File: config.mk
export PLATFORM = sky130hd
export DESIGN_NAME = soc_timer
export DESIGN_NICKNAME = d
export VERILOG_FILES = /design/src/verilog/soc_pkg.sv /design/src/verilog/soc_timer.sv
export SDC_FILE = /design/constraint.sdc
export NUM_CORES = 1
export LEC_CHECK = 0
export BUFFER_PORTS_ARGS = -buffer_cell sky130_fd_sc_hd__buf_2
export CORE_ASPECT_RATIO = 1.5
export CORE_MARGIN = 5
export CORE_UTILIZATION = 49
export CTS_CLUSTER_DIAMETER = 60
export DETAILED_ROUTE_END_ITERATION = 16
export GPL_TIMING_DRIVEN = 0
export PLACE_DENSITY = 0.8
export SETUP_SLACK_MARGIN = 0.2
export SYNTH_ARGS = -nofsm -noshare
export SYNTH_HDL_FRONTEND = slang
export SYNTH_SLANG_ARGS = --single-unit
File: constraint.sdc
create_clock -name i_clock -period 3.07 [get_ports i_clock]
set_input_delay 0.4605 -clock i_clock [delete_from_list [all_inputs] [get_ports i_clock]]
set_output_delay 0.4605 -clock i_clock [all_outputs]
set_load 0.005 [all_outputs]
File: src/verilog/soc_pkg.sv
package soc_pkg;

	// ========================================
	// Bus widths
	// ========================================

	localparam int ADDR_W = 32;
	localparam int DATA_W = 32;

	// Byte address to word index
	localparam int WORD_LSH = 2;

	// ========================================
	// Address map, top nibble of the address
	// ========================================

	localparam logic [3:0] REGION_RAM = 4'h1;
	localparam logic [3:0] REGION_SDRAM = 4'h2;
	localparam logic [3:0] REGION_TIMER = 4'ha;

	// Timer register word offsets, address bits 4:2
	localparam logic [2:0] TIMER_REG_COUNT = 3'd0;
	localparam logic [2:0] TIMER_REG_COMPARE = 3'd1;

	// ========================================
	// Bus payloads
	// ========================================

	// Master side of one access; rw high means write
	typedef struct packed {
		logic request;
		logic rw;
		logic [ADDR_W-1:0] address;
		logic [DATA_W-1:0] wdata;
	} bus_req_t;

	// Slave answer, ready is a single cycle pulse
	typedef struct packed {
		logic [DATA_W-1:0] rdata;
		logic ready;
	} bus_rsp_t;

	// One hot region hit
	typedef struct packed {
		logic ram;
		logic sdram;
		logic timer;
	} region_sel_t;

endpackage
File: src/verilog/soc_timer.sv
`timescale 1ns/1ps

module soc_timer(
	input logic i_clock,
	input logic i_reset,

	input soc_pkg::bus_req_t i_req,
	output soc_pkg::bus_rsp_t o_rsp,

	output logic o_interrupt
);

	logic [31:0] count;
	logic [31:0] compare;
	logic [2:0] reg_index;
	logic start;
	logic held;
	logic ready;
	logic interrupt;
	logic [soc_pkg::DATA_W-1:0] rdata;

	// Word index already holds address bits 4:2
	assign reg_index = i_req.address[2:0];

	assign start = i_req.request && !held;

	// ========================================
	// Counter and compare
	// ========================================

	always_ff @(posedge i_clock) begin
		if (i_reset) begin
			count <= '0;
			compare <= '1;
			interrupt <= 1'b0;
		end else begin
			count <= count + 1'b1;
			interrupt <= (count >= compare);

			// Count is read only
			if (start && i_req.rw && reg_index == soc_pkg::TIMER_REG_COMPARE)
				compare <= i_req.wdata;
		end
	end

	// ========================================
	// Bus side
	// ========================================

	always_ff @(posedge i_clock) begin
		if (i_reset) begin
			held <= 1'b0;
			ready <= 1'b0;
		end else begin
			ready <= start;
			if (start)
				held <= 1'b1;
			else if (!i_req.request)
				held <= 1'b0;
		end
	end

	// Register read, unknown offsets return zero
	always_ff @(posedge i_clock) begin
		if (start) begin
			case (reg_index)
				soc_pkg::TIMER_REG_COUNT: rdata <= count;
				soc_pkg::TIMER_REG_COMPARE: rdata <= compare;
				default: rdata <= '0;
			endcase
		end
	end

	assign o_rsp.rdata = rdata;
	assign o_rsp.ready = ready;
	assign o_interrupt = interrupt;

endmodule

==> run_results.csv, run 1 <==
group,metric,value,unit
clocking,cts_root_buf,"clkbuf_16",
logic_synthesis,synth_nets,554,
clocking,cts.htree.levels,3,
pwr,vdd_drop_max,0.311,mV
global_route,grt_pass1_vias,3895,
worst_setup_path,r2r-start,"held",
sta,rsz0062_at_grt,"false",
sta,relSlewSlack,0.332,
sta,period_needed,2380,ps
pwr,power.switching,0.000599,W
min_path,hold_class,"input port to flip-flop",
logic_synthesis,synth_top_cell_area_share,0.287,
worst_setup_path,worstPathArrival,2620,ps
logic_synthesis,yosysMostFrequentCell,"dfxtp_1",
sta,hold_ws,307,ps
sta,timing.final.ws_setup,685,ps
worst_setup_path,crit_path_end_kind,"flip-flop",
pwr,leakagePower,2.57,nW
logic_synthesis,synth-edff-count,32,
worst_setup_path,worstSetupPathType,"flip-flop to flip-flop",
logic_synthesis,synthTopCellsByArea,"dfxtp_1 (29%), edfxtp_1 (21%), ha_1 (8.8%)",
pwr,power.clock.fraction,0.417,
clocking,cts_buffers,9,
route,via_count,3686,
floorplanning,io_pins,102,
min_path,hold_depth,2,
floorplanning,die_w,89.8,µm
logic_synthesis,ys_seq_area_frac,0.492,
logic_synthesis,async_flop_share,0,
pwr,p_comb_frac,0.059,
min_path,hp-start,"i_req[8]",
logic_synthesis,synth_ff_type,"dfxtp_1",
worst_setup_path,reg2reg_depth,6,
placed_design,place_hpwl,8350,µm
clocking,clockBufferDepth,2,
finish,drive_above_1_share,0.187,
route,first_pass_iters,4,
clocking,cts_resized,0,
finish,fin_nets,636,
pwr,power-per-cell-area,491,nW/µm²
worst_setup_path,cp_max_fo,34,
route,routedWlPerCell,17.5,µm
sta,hold_viol,0,
outcome,outcome,"completed",
logic_synthesis,synthCells,453,
floorplanning,start_util,0.503,
worst_setup_path,cp-start-kind,"flip-flop",
placed_design,gp_congestion,0.871,
route,avgViaCountPerCell,5.65,
logic_synthesis,ys_seq_elements,99,
logic_synthesis,synth_top_cell_by_area,"dfxtp_1",
worst_setup_path,crit_required,3310,ps
placed_design,dp_slack,379,ps
finish,syn_to_final_growth,17.0,%
sta,setup_viol,0,
global_route,grt_first_pass_wirelength,18600,µm
global_route,antenna_found_initial,0,
floorplanning,num_rows,43,
route,drt_iter0_drc,224,
clocking,cts.clk_slew.worst_paths,70,ps
pwr,p_int,0.00209,W
logic_synthesis,postSynthAreaPerCell,10.3,µm²
sta,fmax,419,MHz
sta,fin_tns_setup,0,ps
finish,final_cells,652,
flow_run,maxCapViolCount,0,
floorplanning,die_h,130,µm
placed_design,port_buffers,71,
route,drc,0,
sta,worstMarginPinSlew,1000,ps
floorplanning,die_area,11600,µm²
logic_synthesis,synth-warning-count,0,
route,postRouteWirelength,11400,µm
pwr,pwr-share-seq,0.524,
clocking,postCtsSetupRepairBufs,0,
floorplanning,fp.coreArea,9310,µm²
route,drtAntennaViolNets,0,
global_route,grt_max_degree,35,
finish,fill_cells,784,
global_route,track_usage,0.201,
logic_synthesis,synth_area,4680,µm²
clocking,cts_tree,"built",
sta,finalCritPeriodShare,0.777,
clocking,clk_latency,350,ps
pwr,swShare,0.223,
logic_synthesis,synth_common_cells,"dfxtp_1 (67), nor2_1 (64), inv_1 (35), a211o_1 (33), ha_1 (33)",
logic_synthesis,synth.distinct_cells,40,
global_route,gr-total-overflow,0,
worst_setup_path,crit_start,"held",
sta,drv_slew,0,
clocking,ctsHoldBuffers,0,
finish,n_antenna_cell,0,
clocking,clock-sinks,99,
placed_design,dp_cells,636,
sta,skew,7.92,ps
flip-flops by register name (all words and copies together), names as in the netlist:
register and flops:
compare 32, count 32, rdata 32, held 1, o_interrupt 1, ready 1
power by group through the flow:
stage	registers, W	logic, W	clock network [W]
floorplan	0.00144	0.0000763	0
global route	0.00141	0.000176	0.00119
finish	0.00141	0.000159	0.00112
global placement	0.00143	0.000156	0
CTS	0.00141	0.000161	0.00113
detailed placement	0.00144	0.000160	0
area by class of cell:
| type | count | area [µm²] | share of cell area |
|---|---|---|---|
| Timing Repair Buffer | 71 | 355 | 0.0649 |
| Sequential cell | 99 | 2300 | 0.421 |
| Multi-Input combinational cell | 296 | 2150 | 0.393 |
| Clock buffer | 9 | 225 | 0.0411 |
| Inverter | 35 | 131 | 0.0240 |
| Buffer | 23 | 98.8 | 0.0181 |
| Clock inverter | 7 | 67.6 | 0.0123 |
| Tap cell | 112 | 140 | 0.0256 |
layer usage:
layer | share of wire | vias to the layer above | routed length, µm | track usage
li1 | - | 1800 | - | -
met1 | 0.37 | 1763 | 4230 | 0.212
met2 | 0.56 | 103 | 6360 | 0.380
met3 | 0.044 | 20 | 504 | 0.0302
met4 | 0.025 | 0 | 290 | 0.109
met5 | 0 | - | 0 | 0
cell usage in the layout, fill, tap and decap left out, types with 4 or more instances in the layout:
cell type  count
a211o_1       33
a21oi_1       10
a22o_1        32
and3_1         6
and4_1         7
buf_2         75
clkbuf_1      14
clkbuf_16      9
clkinv_2       4
dfxtp_1       67
edfxtp_1      32
ha_1          33
inv_1         35
nand2_1       14
nand3_1       13
nand4_1        9
nor2_1        64
nor2b_1        6
nor3_1         5
nor3b_1        4
o21ai_0        7
xnor2_1       14
xor2_1        12
per-stage QoR:
stage | cell area [µm²] | utilization | total power, W
floorplan | 4680 | - | 0.00151
global placement | 5180 | 0.556 | 0.00159
detailed placement | 5180 | 0.557 | 0.00160
CTS | 5470 | 0.588 | 0.00270
global route | 5470 | 0.588 | 0.00277
finish | 5470 | 0.588 | 0.00269
final timing paths:
| check | slack [ps] | to |
|---|---|---|
| worst max-delay path | 690 | compare[17] |
| worst min-delay path | 310 | compare[8] |
| worst max register to register | 690 | compare[17] |
| worst min register to register | 540 | rdata[28] |
critical path: stages (launching register included):
cell and delay (ps):
dfxtp_1 330, nor2b_4 770, and3_1 270, buf_2 220, buf_2 290, nor2_1 70, a211o_1 280
cell families after synthesis:
group                    count (synthesis)  synth area share
XOR/XNOR                                26            0.0487
AO/OA/AOI/OAI                           93             0.159
flip-flops                              99             0.492
adder cells (fa/ha/maj)                 33            0.0883
multiplexers                             1           0.00241
AND/OR/NAND/NOR                        143             0.160
buffers and inverters                   58            0.0492
No activity file was read; power rests on OpenSTA's default activity.
==> inputs of run 2 (changes only) <==
Settings changed: CORE_UTILIZATION 49 to 54, PLACE_DENSITY 0.8 to 0.83.
Clock period 3.07 ns to 2.3 ns, I/O delays scaled along.
==> run_results.csv, run 2 (synthesis gave the netlist of run 1 again) <==
group,metric,value,unit
finish,fin_nets,641,
floorplanning,num_rows,41,
finish,top_regs,"compare: 32 flops, count: 32 flops, rdata: 32 flops",
worst_setup_path,worstPathArrival,2410,ps
sta,rsz0062_at_grt,"true",
worst_setup_path,reg2reg_depth,5,
outcome,outcome,"completed",
floorplanning,die_area,10700,µm²
sta,hold_ws,186,ps
worst_setup_path,cp-start-kind,"flip-flop",
floorplanning,start_util,0.553,
global_route,grt_max_degree,18,
worst_setup_path,worstSetupPathType,"flip-flop to flip-flop",
clocking,clock-sinks,99,
finish,fill_cells,647,
clocking,clk_latency,350,ps
clocking,cts_tree,"built",
pwr,p_int,0.00292,W
placed_design,port_buffers,71,
route,drc,0,
worst_setup_path,crit_required,2600,ps
route,avgViaCountPerCell,5.84,
floorplanning,io_pins,102,
worst_setup_path,rrSetupSlack,200,ps
worst_setup_path,r2r-end,"count[30]",
clocking,cts.clk_slew.worst_paths,70,ps
pwr,vdd_drop_max,0.427,mV
worst_setup_path,cp_max_fo,7,
sta,skew,9.68,ps
sta,fmax,475,MHz
pwr,power-per-cell-area,667,nW/µm²
floorplanning,die_w,86.0,µm
clocking,clockBufferDepth,2,
placed_design,postPlaceCellArea,5170,µm²
min_path,hold_depth,2,
finish,final_area,5570,µm²
clocking,cts_buffers,9,
placed_design,place_hpwl,8140,µm
global_route,track_usage,0.228,
pwr,leakagePower,2.62,nW
floorplanning,die_h,124,µm
min_path,hold_class,"input port to flip-flop",
route,routedWlPerCell,18.0,µm
min_path,hp-start,"i_req[10]",
floorplanning,fp.coreArea,8460,µm²
worst_setup_path,r2r-start,"count[2]",
flow_run,maxCapViolCount,0,
pwr,power.clock.fraction,0.434,
sta,hold_viol,0,
sta,setup_viol,0,
clocking,cts.htree.levels,3,
global_route,gr-total-overflow,0,
pwr,power.switching,0.000800,W
sta,drv_slew,0,
route,drt_iter0_drc,252,
finish,n_antenna_cell,0,
min_path,hold_end,"compare[10]",
pwr,p_comb_frac,0.060,
finish,drive_above_1_share,0.202,
clocking,cts_root_buf,"clkbuf_16",
route,drtAntennaViolNets,0,
sta,relSlewSlack,0.382,
global_route,antenna_found_initial,0,
pwr,pwr-share-seq,0.506,
clocking,ctsHoldBuffers,0,
global_route,grt_pass1_vias,3912,
sta,finalCritPeriodShare,0.915,
sta,worstMarginPinSlew,923,ps
finish,syn_to_final_growth,19.1,%
route,via_count,3808,
sta,period_needed,2100,ps
global_route,grt_first_pass_wirelength,18300,µm
finish,final_cell_mix,"buf_2 (75), dfxtp_1 (65), nor2_1 (64)",
route,postRouteWirelength,11700,µm
pwr,swShare,0.215,
finish,final_common_cell,"buf_2",
route,first_pass_iters,4,
worst_setup_path,crit_path_end_kind,"flip-flop",
placed_design,gp_congestion,0.844,
-- run 2: area by class of cell --
type,instances,area (µm²),share of cell area
timing repair buffer,75,385,0.0692
sequential,99,2300,0.414
inverter,35,131,0.0236
clock inverter,1,6.26,0.00112
clock buffer,15,322,0.0577
tap,107,134,0.0240
multi-input combinational,297,2190,0.393
buffer,23,98.8,0.0177
-- run 2: power groups by stage --
| stage | Combinational (W) | Clock [W] | Sequential [W] |
|---|---|---|---|
| final | 0.000224 | 0.00161 | 0.00188 |
| after global routing | 0.000244 | 0.00169 | 0.00188 |
| after CTS | 0.000216 | 0.00162 | 0.00188 |
| after detailed placement | 0.000211 | 0 | 0.00192 |
| after global placement | 0.000206 | 0 | 0.00192 |
| after floorplan | 0.000103 | 0 | 0.00192 |
-- run 2: what timing repair did --
action	4_1_cts	5_1_grt
gates resized for setup	2	6
buffers inserted	0	4
gates cloned	1	0
pin swaps	1	1
setup endpoints to repair	33	39
-- run 2: worst max path at each step --
stage,startpoint,to,slack [ps],depth (start not counted)
after floorplan,i_req[65],compare[1],380,6
after global placement,i_req[65],compare[21],-190,6
after detailed placement,i_req[65],compare[15],-220,7
after CTS,count[1],count[30],220,6
after global routing,count[2],count[31],140,5
final,count[2],count[30],200,5
-- run 2: worst max-delay path, cell delays in order, from the launching register on --
cell and delay (ps):
dfxtp_1 510, nand4_2 260, or3_4 470, or4_4 560, nor3_2 150, a21o_1 100
-- run 2: metrics by stage --
stage                     total power, W  setup TNS [ps]  setup WS, ps  std cells   util
after floorplan                  0.00202               0           377        453      -
final                            0.00372               0           197        652  0.658
after global routing             0.00382               0           140        652  0.658
after global placement           0.00212           -4340          -193        631  0.611
after CTS                        0.00372               0           217        648  0.652
after detailed placement         0.00213           -5420          -217        631  0.611
-- run 2: per-layer routing --
metal  GRT usage  share of wire
met4       0.165          0.043
met3      0.0265          0.042
met2       0.414           0.55
met1       0.240           0.37
met5           0              0
