File: config.mk
export PLATFORM = sky130hd
export DESIGN_NAME = soc_bus_response
export DESIGN_NICKNAME = d
export VERILOG_FILES = /design/src/verilog/soc_pkg.sv /design/src/verilog/soc_bus_response.sv
export SDC_FILE = /design/constraint.sdc
export NUM_CORES = 1
export LEC_CHECK = 0
export ABC_AREA = 1
export ABC_CLOCK_PERIOD_IN_PS = 1740
export BUFFER_PORTS_ARGS = -buffer_cell sky130_fd_sc_hd__buf_2
export CAP_MARGIN = 25
export CORE_AREA = 2 2 92 94
export DETAILED_ROUTE_END_ITERATION = 12
export DIE_AREA = 0 0 94 96
export PLACE_DENSITY = 0.65
export SYNTH_ARGS = -nofsm -noshare
export SYNTH_HDL_FRONTEND = slang
export SYNTH_SLANG_ARGS = --single-unit
File: constraint.sdc
create_clock -name i_clock -period 1.74 [get_ports i_clock]
set_input_delay 0.348 -clock i_clock [delete_from_list [all_inputs] [get_ports i_clock]]
set_output_delay 0.348 -clock i_clock [all_outputs]
set_load 0.005 [all_outputs]
File: src/verilog/soc_pkg.sv
package soc_pkg;

	// ========================================
	// Bus widths
	// ========================================

	localparam int ADDR_W = 32;
	localparam int DATA_W = 32;

	// Byte address to word index
	localparam int WORD_LSH = 2;

	// ========================================
	// Address map, top nibble of the address
	// ========================================

	localparam logic [3:0] REGION_RAM = 4'h1;
	localparam logic [3:0] REGION_SDRAM = 4'h2;
	localparam logic [3:0] REGION_TIMER = 4'ha;

	// Timer register word offsets, address bits 4:2
	localparam logic [2:0] TIMER_REG_COUNT = 3'd0;
	localparam logic [2:0] TIMER_REG_COMPARE = 3'd1;

	// ========================================
	// Bus payloads
	// ========================================

	// Master side of one access; rw high means write
	typedef struct packed {
		logic request;
		logic rw;
		logic [ADDR_W-1:0] address;
		logic [DATA_W-1:0] wdata;
	} bus_req_t;

	// Slave answer, ready is a single cycle pulse
	typedef struct packed {
		logic [DATA_W-1:0] rdata;
		logic ready;
	} bus_rsp_t;

	// One hot region hit
	typedef struct packed {
		logic ram;
		logic sdram;
		logic timer;
	} region_sel_t;

endpackage
File: src/verilog/soc_bus_response.sv
`timescale 1ns/1ps

module soc_bus_response(
	input logic i_clock,
	input logic i_reset,

	input soc_pkg::bus_req_t i_bus,
	input soc_pkg::region_sel_t i_select,

	input soc_pkg::bus_rsp_t i_ram_rsp,
	input soc_pkg::bus_rsp_t i_sdram_rsp,
	input soc_pkg::bus_rsp_t i_timer_rsp,

	output soc_pkg::bus_rsp_t o_bus,
	output logic o_fault,
	output logic [soc_pkg::ADDR_W-1:0] o_fault_address
);

	logic unmapped;
	logic unmapped_busy;
	logic unmapped_ready;
	logic fault;
	logic [soc_pkg::ADDR_W-1:0] fault_address;

	// ========================================
	// Read data and ready
	// ========================================

	always_comb begin
		if (i_select.ram)
			o_bus.rdata = i_ram_rsp.rdata;
		else if (i_select.sdram)
			o_bus.rdata = i_sdram_rsp.rdata;
		else if (i_select.timer)
			o_bus.rdata = i_timer_rsp.rdata;
		else
			o_bus.rdata = '0;
	end

	assign o_bus.ready =
		i_ram_rsp.ready |
		i_sdram_rsp.ready |
		i_timer_rsp.ready |
		unmapped_ready;

	// ========================================
	// Unmapped access
	// ========================================

	// Request with no region hit
	assign unmapped = i_bus.request && (i_select == '0);

	always_ff @(posedge i_clock) begin
		if (i_reset) begin
			unmapped_busy <= 1'b0;
			unmapped_ready <= 1'b0;
			fault <= 1'b0;
			fault_address <= '0;
		end else begin
			unmapped_ready <= 1'b0;
			if (!i_bus.request) begin
				unmapped_busy <= 1'b0;
			end else if (unmapped && !unmapped_busy) begin
				// Complete once so the master can move on
				unmapped_busy <= 1'b1;
				unmapped_ready <= 1'b1;
				// First fault only, later ones keep the record
				if (!fault) begin
					fault <= 1'b1;
					fault_address <= i_bus.address;
				end
			end
		end
	end

	assign o_fault = fault;
	assign o_fault_address = fault_address;

endmodule

==> impl_metrics.ini, run 1 <==
[setup_path]
required_ps = 1390
crit_chain = buf_2 > inv_1 > buf_12 > nand3_1 > a21oi_1 > buf_2
crit_arrival_ps = 1180
slowest_delay_ps = 190
cp_slowest_cell = buf_12
worstSetupStartpointType = primary input
critPathMostFrequentCell = buf_2
end_kind = output pin
path_class = primary input to output pin
crit_fanout = 32

[floorplanning]
initial_utilization = 0.265
dieArea_um2 = 9020
dieWidth_um = 94
die_h_um = 96
rows = 33
core_um2 = 8050
io-pin-count = 236

[yosys]
synth.yosys.warnings = 0
synth_top_cell_area_share = 0.328
synthTopCellsByArea = dfxtp_1, nor2_1, a21oi_1
yosys.area.top_type = dfxtp_1
synth.distinct_cells = 12
ys_seq_elements = 35
synth-seq-area-share = 0.328
netlist_area_um2 = 2130
syn_nets = 536
syn_avg_cell_area_um2 = 5.83
synth_cells = 366

[global_routing]
grt_pass1_vias = 2526
track_usage = 0.161
grt_antenna_before_repair = 1
grt_overflow = 0
grt_start_max_net_pins = 40
grt_pass1_wl_mm = 11.6

[clock_tree]
cts-buffers-inserted = 5
ctsResizeCount = 0
post_cts_buffers = 0
htreeDepth = 2
clk_latency_ps = 280
clock_path_buffers = 2
cts_hold_buf = 0
cts_tree = yes
cts_root_buf = clkbuf_8
path_clk_slew_ps = 70
cts_num_sinks = 35

[pwr]
vdd.ir_drop.worst_mv = 0.497
finalPower_w = 0.00209
power_density_nw_per_um2 = 616
p_leak_nw = 1.96

[sta]
fin_skew_ps = 6.31
setup_tns_ps = 0
fmax_mhz = 654
drv_slew = 0
setup_viol = 0
hold_viol = 0
rsz0062_at_grt = no
holdWs_ps = 261
slew-limit-headroom = 0.776
fin_crit_sh = 0.879
min_period_ps = 1530
worst_pin_slew_ps = 335

[routing]
num_vias = 2994
drc_errors = 0
final_antenna_net_count = 0
avgViaCountPerCell = 4.51
routed_wl_mm = 7.96
initialDrtViolationCount = 94
wl_per_cell_um = 12.0
drtPass1Iterations = 4

[hold_path]
hold_class = primary input to register

[placement]
hpwlAfterDp_mm = 6.24
gp_congestion = 0.677
io_buffers = 202

[final_layout]
fin_nets = 728
layout-drive-gt1-share = 0.400
area_growth_pct = 58.7

[status]
status = complete, no violations

[job]
maxCapViolations = 0
-- worst paths after layout --
kind | start | endpoint | slack (ps) | cells past startpoint
min reg2reg | unmapped_busy | unmapped_busy | 500 | 2
min | i_reset | unmapped_busy | 260 | 2
max reg2reg | unmapped_busy | o_fault_address[31] | 640 | 6
max | i_select[1] | o_bus[26] | 210 | 6
-- sequential cells by signal, summed over array words and instances (netlist names) --
signal / flops
unmapped_ready: 1
o_fault: 1
o_fault_address: 32
unmapped_busy: 1
-- layer usage --
metal  global-route usage  vias to the layer above  share of wire
li1                     -                     1521              -
met1                0.185                     1323           0.39
met2                0.280                      142           0.48
met3               0.0658                        8           0.12
met4               0.0362                        0         0.0077
met5                    0                        -              0
-- stage by stage --
stage / setup slack [ps] / util / cell area (um2) / cells
3_3_place_gp: 228 / 0.407 / 3280 / 656
6_report: 211 / 0.421 / 3390 / 664
2_1_floorplan: 325 / - / 2130 / 366
3_5_place_dp: 207 / 0.407 / 3280 / 656
5_1_grt: 142 / 0.420 / 3380 / 663
4_1_cts: 203 / 0.420 / 3380 / 663
-- layout make-up --
cell class	instances	area, um2
diodes	1	2.50
clock buffers	5	68.8
clock inverters	2	37.5
fillers	876	4660
inverters	37	139
multi-input cells	267	1160
flip-flops and latches	35	701
well taps	105	131
repair buffers	212	1150
-- cell usage after synthesis --
cell type,count
nor2_1,99
dfxtp_1,35
clkbuf_1,14
inv_1,36
nor2_4,2
inv_2,1
nand4_4,1
nand3_1,33
buf_2,10
nand2_1,66
buf_6,3
a21oi_1,66
-- cell families after synthesis --
| family | synth area share |
|---|---|
| AND/OR/NAND/NOR | 0.388 |
| AO/OA/AOI/OAI | 0.155 |
| buffers and inverters | 0.129 |
| flip-flops | 0.328 |
-- worst max-delay path, delay by kind of cell --
family                 cells  cell delay, ps
AOI/OAI and AO/OA          1             180
buffers and inverters      4             570
and+or+nand+nor            1              90
-- cells in the final DEF, fill, tap and decap left out --
master,n
a21oi_1,66
buf_12,5
buf_2,202
buf_4,5
bufinv_16,1
clkbuf_8,5
clkinvlp_4,1
dfxtp_1,35
diode_2,1
inv_1,36
inv_2,1
nand2_1,66
nand3_1,33
nand4_4,1
nor2_1,99
nor2_4,2
-- power by group --
part | internal (W) | total [W] | leakage (nW) | switching (W)
sequential | 0.000829 | 0.000842 | 0.284 | 0.0000132
combinational | 0.000268 | 0.000540 | 1.62 | 0.000272
clock | 0.000419 | 0.000704 | 0.0502 | 0.000285
Power figures use the tool's default switching activity.
==> inputs of run 2 (changes only) <==
--- a/config.mk
+++ b/config.mk
@@ -12,6 +12,7 @@
 export CORE_AREA = 2 2 92 94
 export DETAILED_ROUTE_END_ITERATION = 12
 export DIE_AREA = 0 0 94 96
+export MAX_ROUTING_LAYER = met4
 export PLACE_DENSITY = 0.65
 export SYNTH_ARGS = -nofsm -noshare
 export SYNTH_HDL_FRONTEND = slang
==> impl_metrics.ini, run 2 (synthesis gave the netlist of run 1 again) <==
[setup_path]
crit-reg2reg-launch = unmapped_busy
worstSetupStartpointType = primary input
crit_chain = buf_2 > inv_1 > buf_12 > nand3_1 > a21oi_1 > buf_2
critPathMostFrequentCell = buf_2
startpoint = i_select[1]
cp_slowest_cell = buf_12
slowest_delay_ps = 190
required_ps = 1390
crit_fanout = 32
end_kind = output pin
path_class = primary input to output pin
crit_arrival_ps = 1170

[pwr]
combPwrFrac = 0.259
p_int_w = 0.00152
p_leak_nw = 1.96
power.switching_w = 0.000566
finalPower_w = 0.00208
seqPwrFrac = 0.405
switching_share = 0.272
power_density_nw_per_um2 = 615
vdd.ir_drop.worst_mv = 0.497
clkPwrFrac = 0.337

[final_layout]
area_growth_pct = 58.7
layout-drive-gt1-share = 0.400
fin_nets = 728
multi_input_area_um2 = 1160
final_common_cell = buf_2
layout_common_cells = buf_2, nor2_1, a21oi_1, nand2_1, inv_1
fillers = 874
ff_latch_area_um2 = 701
largest_reg_flops = 32

[clock_tree]
cts_tree = yes
htreeDepth = 2
clock_path_buffers = 2
cts_root_buf = clkbuf_8
ctsResizeCount = 0
cts_num_sinks = 35
clk_latency_ps = 280
cts_hold_buf = 0
path_clk_slew_ps = 70
post_cts_buffers = 0
cts-buffers-inserted = 5

[global_routing]
grt_pass1_vias = 2533
grt_overflow = 0
track_usage = 0.165
grt_pass1_wl_mm = 11.6
grt_antenna_before_repair = 1
grt_start_max_net_pins = 40

[sta]
worst_pin_slew_ps = 336
fin_skew_ps = 6.00
fmax_mhz = 659
min_period_ps = 1520
fin_crit_sh = 0.873
drv_slew = 0
setup_tns_ps = 0
setup_viol = 0
hold_viol = 0
slew-limit-headroom = 0.776
rsz0062_at_grt = no

[routing]
num_vias = 2968
drc_errors = 0
final_antenna_net_count = 0
avgViaCountPerCell = 4.47
wl_per_cell_um = 11.9
drtPass1Iterations = 4
initialDrtViolationCount = 101
routed_wl_mm = 7.93

[placement]
io_buffers = 202
gp_congestion = 0.684
hpwlAfterDp_mm = 6.24

[floorplanning]
initial_utilization = 0.265
die_h_um = 96
core_um2 = 8050
rows = 33
dieWidth_um = 94
io-pin-count = 236
dieArea_um2 = 9020

[job]
maxCapViolations = 0

[hold_path]
min-delay-start = i_reset
hold_class = primary input to register

[status]
status = complete, no violations
==> run 2: cell counts in the layout (fill, tap and decap cells not counted) <==
Identical to the previous run, type by type.
==> run 2: final cells by class <==
| class | instances | area share |
|---|---|---|
| clock buffers | 5 | 0.0203 |
| diodes | 1 | 0.000739 |
| inverters | 37 | 0.0410 |
| clock inverters | 2 | 0.0111 |
| well taps | 105 | 0.0388 |
| repair buffers | 212 | 0.339 |
| multi-input cells | 267 | 0.342 |
| flip-flops and latches | 35 | 0.207 |
==> run 2: power groups by stage <==
stage / Clock, W / Combinational (W) / Sequential, W
after floorplan: 0 / 0.000230 / 0.000863
after global placement: 0 / 0.000534 / 0.000859
after detailed placement: 0 / 0.000540 / 0.000861
after CTS: 0.000734 / 0.000543 / 0.000843
after global routing: 0.000772 / 0.000601 / 0.000846
final: 0.000701 / 0.000538 / 0.000842
==> run 2: metal layers <==
| layer | routed length (um) | vias up | GRT usage | share of wire |
|---|---|---|---|---|
| li1 | - | 1519 | - | - |
| met4 | 42 | 0 | 0.0362 | 0.0053 |
| met5 | 0 | - | - | 0 |
| met2 | 3820 | 129 | 0.280 | 0.48 |
| met3 | 828 | 4 | 0.0587 | 0.10 |
| met1 | 3240 | 1316 | 0.189 | 0.41 |
==> run 2: worst max-delay path: cells and delay by family <==
kind | cells | cell delay, ps
buf+inv | 4 | 560
compound gates | 1 | 180
simple gates | 1 | 90
==> run 2: path summary, 6_finish.rpt <==
path,end,slack [ps],depth (start not counted)
setup reg to reg,o_fault_address[31],630,6
setup / recovery,o_bus[26],220,6
hold / removal,unmapped_busy,260,2
hold reg to reg,unmapped_busy,500,2
==> run 2: per-stage QoR <==
step | area [um2] | utilization | setup slack [ps] | cells | hold slack [ps]
global route | 3390 | 0.421 | 142 | 664 | 247
floorplan | 2130 | - | 325 | 366 | 417
CTS | 3380 | 0.420 | 203 | 663 | 249
finish | 3390 | 0.421 | 222 | 664 | 264
global placement | 3280 | 0.407 | 228 | 656 | 479
detailed placement | 3280 | 0.407 | 207 | 656 | 486
==> inputs of run 3 (changes only) <==
--- a/config.mk
+++ b/config.mk
@@ -6,14 +6,14 @@
 export NUM_CORES = 1
 export LEC_CHECK = 0
 export ABC_AREA = 1
-export ABC_CLOCK_PERIOD_IN_PS = 1740
+export ABC_CLOCK_PERIOD_IN_PS = 1730
 export BUFFER_PORTS_ARGS = -buffer_cell sky130_fd_sc_hd__buf_2
 export CAP_MARGIN = 25
-export CORE_AREA = 2 2 92 94
+export CORE_AREA = 2 2 91 93
 export DETAILED_ROUTE_END_ITERATION = 12
-export DIE_AREA = 0 0 94 96
+export DIE_AREA = 0 0 93 95
 export MAX_ROUTING_LAYER = met4
-export PLACE_DENSITY = 0.65
+export PLACE_DENSITY = 0.66
 export SYNTH_ARGS = -nofsm -noshare
 export SYNTH_HDL_FRONTEND = slang
 export SYNTH_SLANG_ARGS = --single-unit
==> constraint.sdc (replaced) <==
create_clock -name i_clock -period 1.73 [get_ports i_clock]
set_input_delay 0.346 -clock i_clock [delete_from_list [all_inputs] [get_ports i_clock]]
set_output_delay 0.346 -clock i_clock [all_outputs]
set_load 0.005 [all_outputs]
==> impl_metrics.ini, run 3 (synthesis gave the netlist of run 1 again) <==
[final_layout]
fin_area_um2 = 3390
fin_nets = 729
layout-drive-gt1-share = 0.401
layout_common_cells = buf_2, nor2_1, a21oi_1, nand2_1, inv_1
fillers = 888
n_antenna_cell = 0
area_growth_pct = 58.9
final_common_cell = buf_2
largest_reg_flops = 32

[status]
status = complete, no violations

[clock_tree]
ctsResizeCount = 0
clk_latency_ps = 280
htreeDepth = 2
cts_hold_buf = 0
cts_root_buf = clkbuf_8
clock_path_buffers = 2
post_cts_buffers = 0
cts_tree = yes
cts-buffers-inserted = 5
cts_num_sinks = 35
path_clk_slew_ps = 70

[routing]
drc_errors = 0
routed_wl_mm = 7.59
drtPass1Iterations = 4
final_antenna_net_count = 0
num_vias = 2910
avgViaCountPerCell = 4.38
wl_per_cell_um = 11.4
initialDrtViolationCount = 80

[setup_path]
worstPathBufferInverterCount = 4
crit_arrival_ps = 1160
worstSetupStartpointType = primary input
crit_chain = buf_2 > inv_1 > buf_12 > nand3_1 > a21oi_1 > buf_2
worstSetupPathDepth = 6
path_delay_family = buffers and inverters
end_kind = output pin
path_class = primary input to output pin
ff2ff_path_depth = 6
cp_slowest_cell = buf_12
critPathMostFrequentCell = buf_2
crit_fanout = 32
required_ps = 1380
slowest_delay_ps = 190

[floorplanning]
dieWidth_um = 93
initial_utilization = 0.269
die_h_um = 95
dieArea_um2 = 8840
rows = 33
core_um2 = 7930
io-pin-count = 236

[placement]
post_dp_cell_area_um2 = 3290
gp_congestion = 0.748
hpwlAfterDp_mm = 5.95
io_buffers = 202

[pwr]
vdd.ir_drop.worst_mv = 0.492
power.switching_w = 0.000567
seqPwrFrac = 0.404
switching_share = 0.271
p_leak_nw = 1.96
combPwrFrac = 0.257
power_density_nw_per_um2 = 617
p_int_w = 0.00153
clkPwrFrac = 0.338

[hold_path]
hold_class = primary input to register
whs_path_depth = 2

[sta]
fin_crit_sh = 0.869
rsz0062_at_grt = no
min_period_ps = 1500
worst_pin_slew_ps = 336
holdWs_ps = 262
setup_tns_ps = 0
fin_skew_ps = 3.74
setup_viol = 0
drv_slew = 0
hold_viol = 0
slew-limit-headroom = 0.776
fmax_mhz = 665

[global_routing]
track_usage = 0.162
grt_pass1_wl_mm = 11.2
grt_overflow = 0
grt_pass1_vias = 2618
grt_start_max_net_pins = 38
grt_antenna_before_repair = 0

[job]
maxCapViolations = 0
[run 3: final timing paths]
| kind | startpoint | end | slack [ps] |
|---|---|---|---|
| setup / recovery | i_select[1] | o_bus[14] | 230 |
| hold / removal | i_reset | o_fault | 260 |
| setup reg to reg | unmapped_busy | o_fault_address[28] | 570 |
| hold reg to reg | unmapped_busy | unmapped_busy | 500 |
[run 3: per-stage QoR]
step	power, W	utilization	setup WS, ps	std cells
6_report	0.00209	0.428	227	664
5_1_grt	0.00222	0.428	154	664
4_1_cts	0.00214	0.428	220	664
3_5_place_dp	0.00140	0.414	229	657
3_3_place_gp	0.00140	0.414	231	657
2_1_floorplan	0.00110	-	319	366
[run 3: layout make-up]
cell class | instances | area [um2] | area share
multi-input combinational | 267 | 1160 | 0.342
tap | 105 | 131 | 0.0387
sequential | 35 | 701 | 0.207
clock buffer | 5 | 68.8 | 0.0203
inverter | 37 | 139 | 0.0409
timing repair buffer | 213 | 1160 | 0.341
clock inverter | 2 | 37.5 | 0.0111
[run 3: power by group through the flow]
stage | Clock (W) | Combinational, W | Sequential [W]
global route | 0.000768 | 0.000605 | 0.000849
detailed placement | 0 | 0.000539 | 0.000865
CTS | 0.000746 | 0.000543 | 0.000847
global placement | 0 | 0.000533 | 0.000864
finish | 0.000708 | 0.000539 | 0.000847
floorplan | 0 | 0.000231 | 0.000868
[run 3: layer usage]
layer  global-route usage  wire length (um)  part of all wire  vias to the layer above
met5                    -                 0                 0                        -
met3               0.0535               823              0.11                       11
met2                0.296              3710              0.49                      142
met1                0.165              2930              0.39                     1234
met4               0.0453               127             0.017                        0
li1                     -                 -                 -                     1523
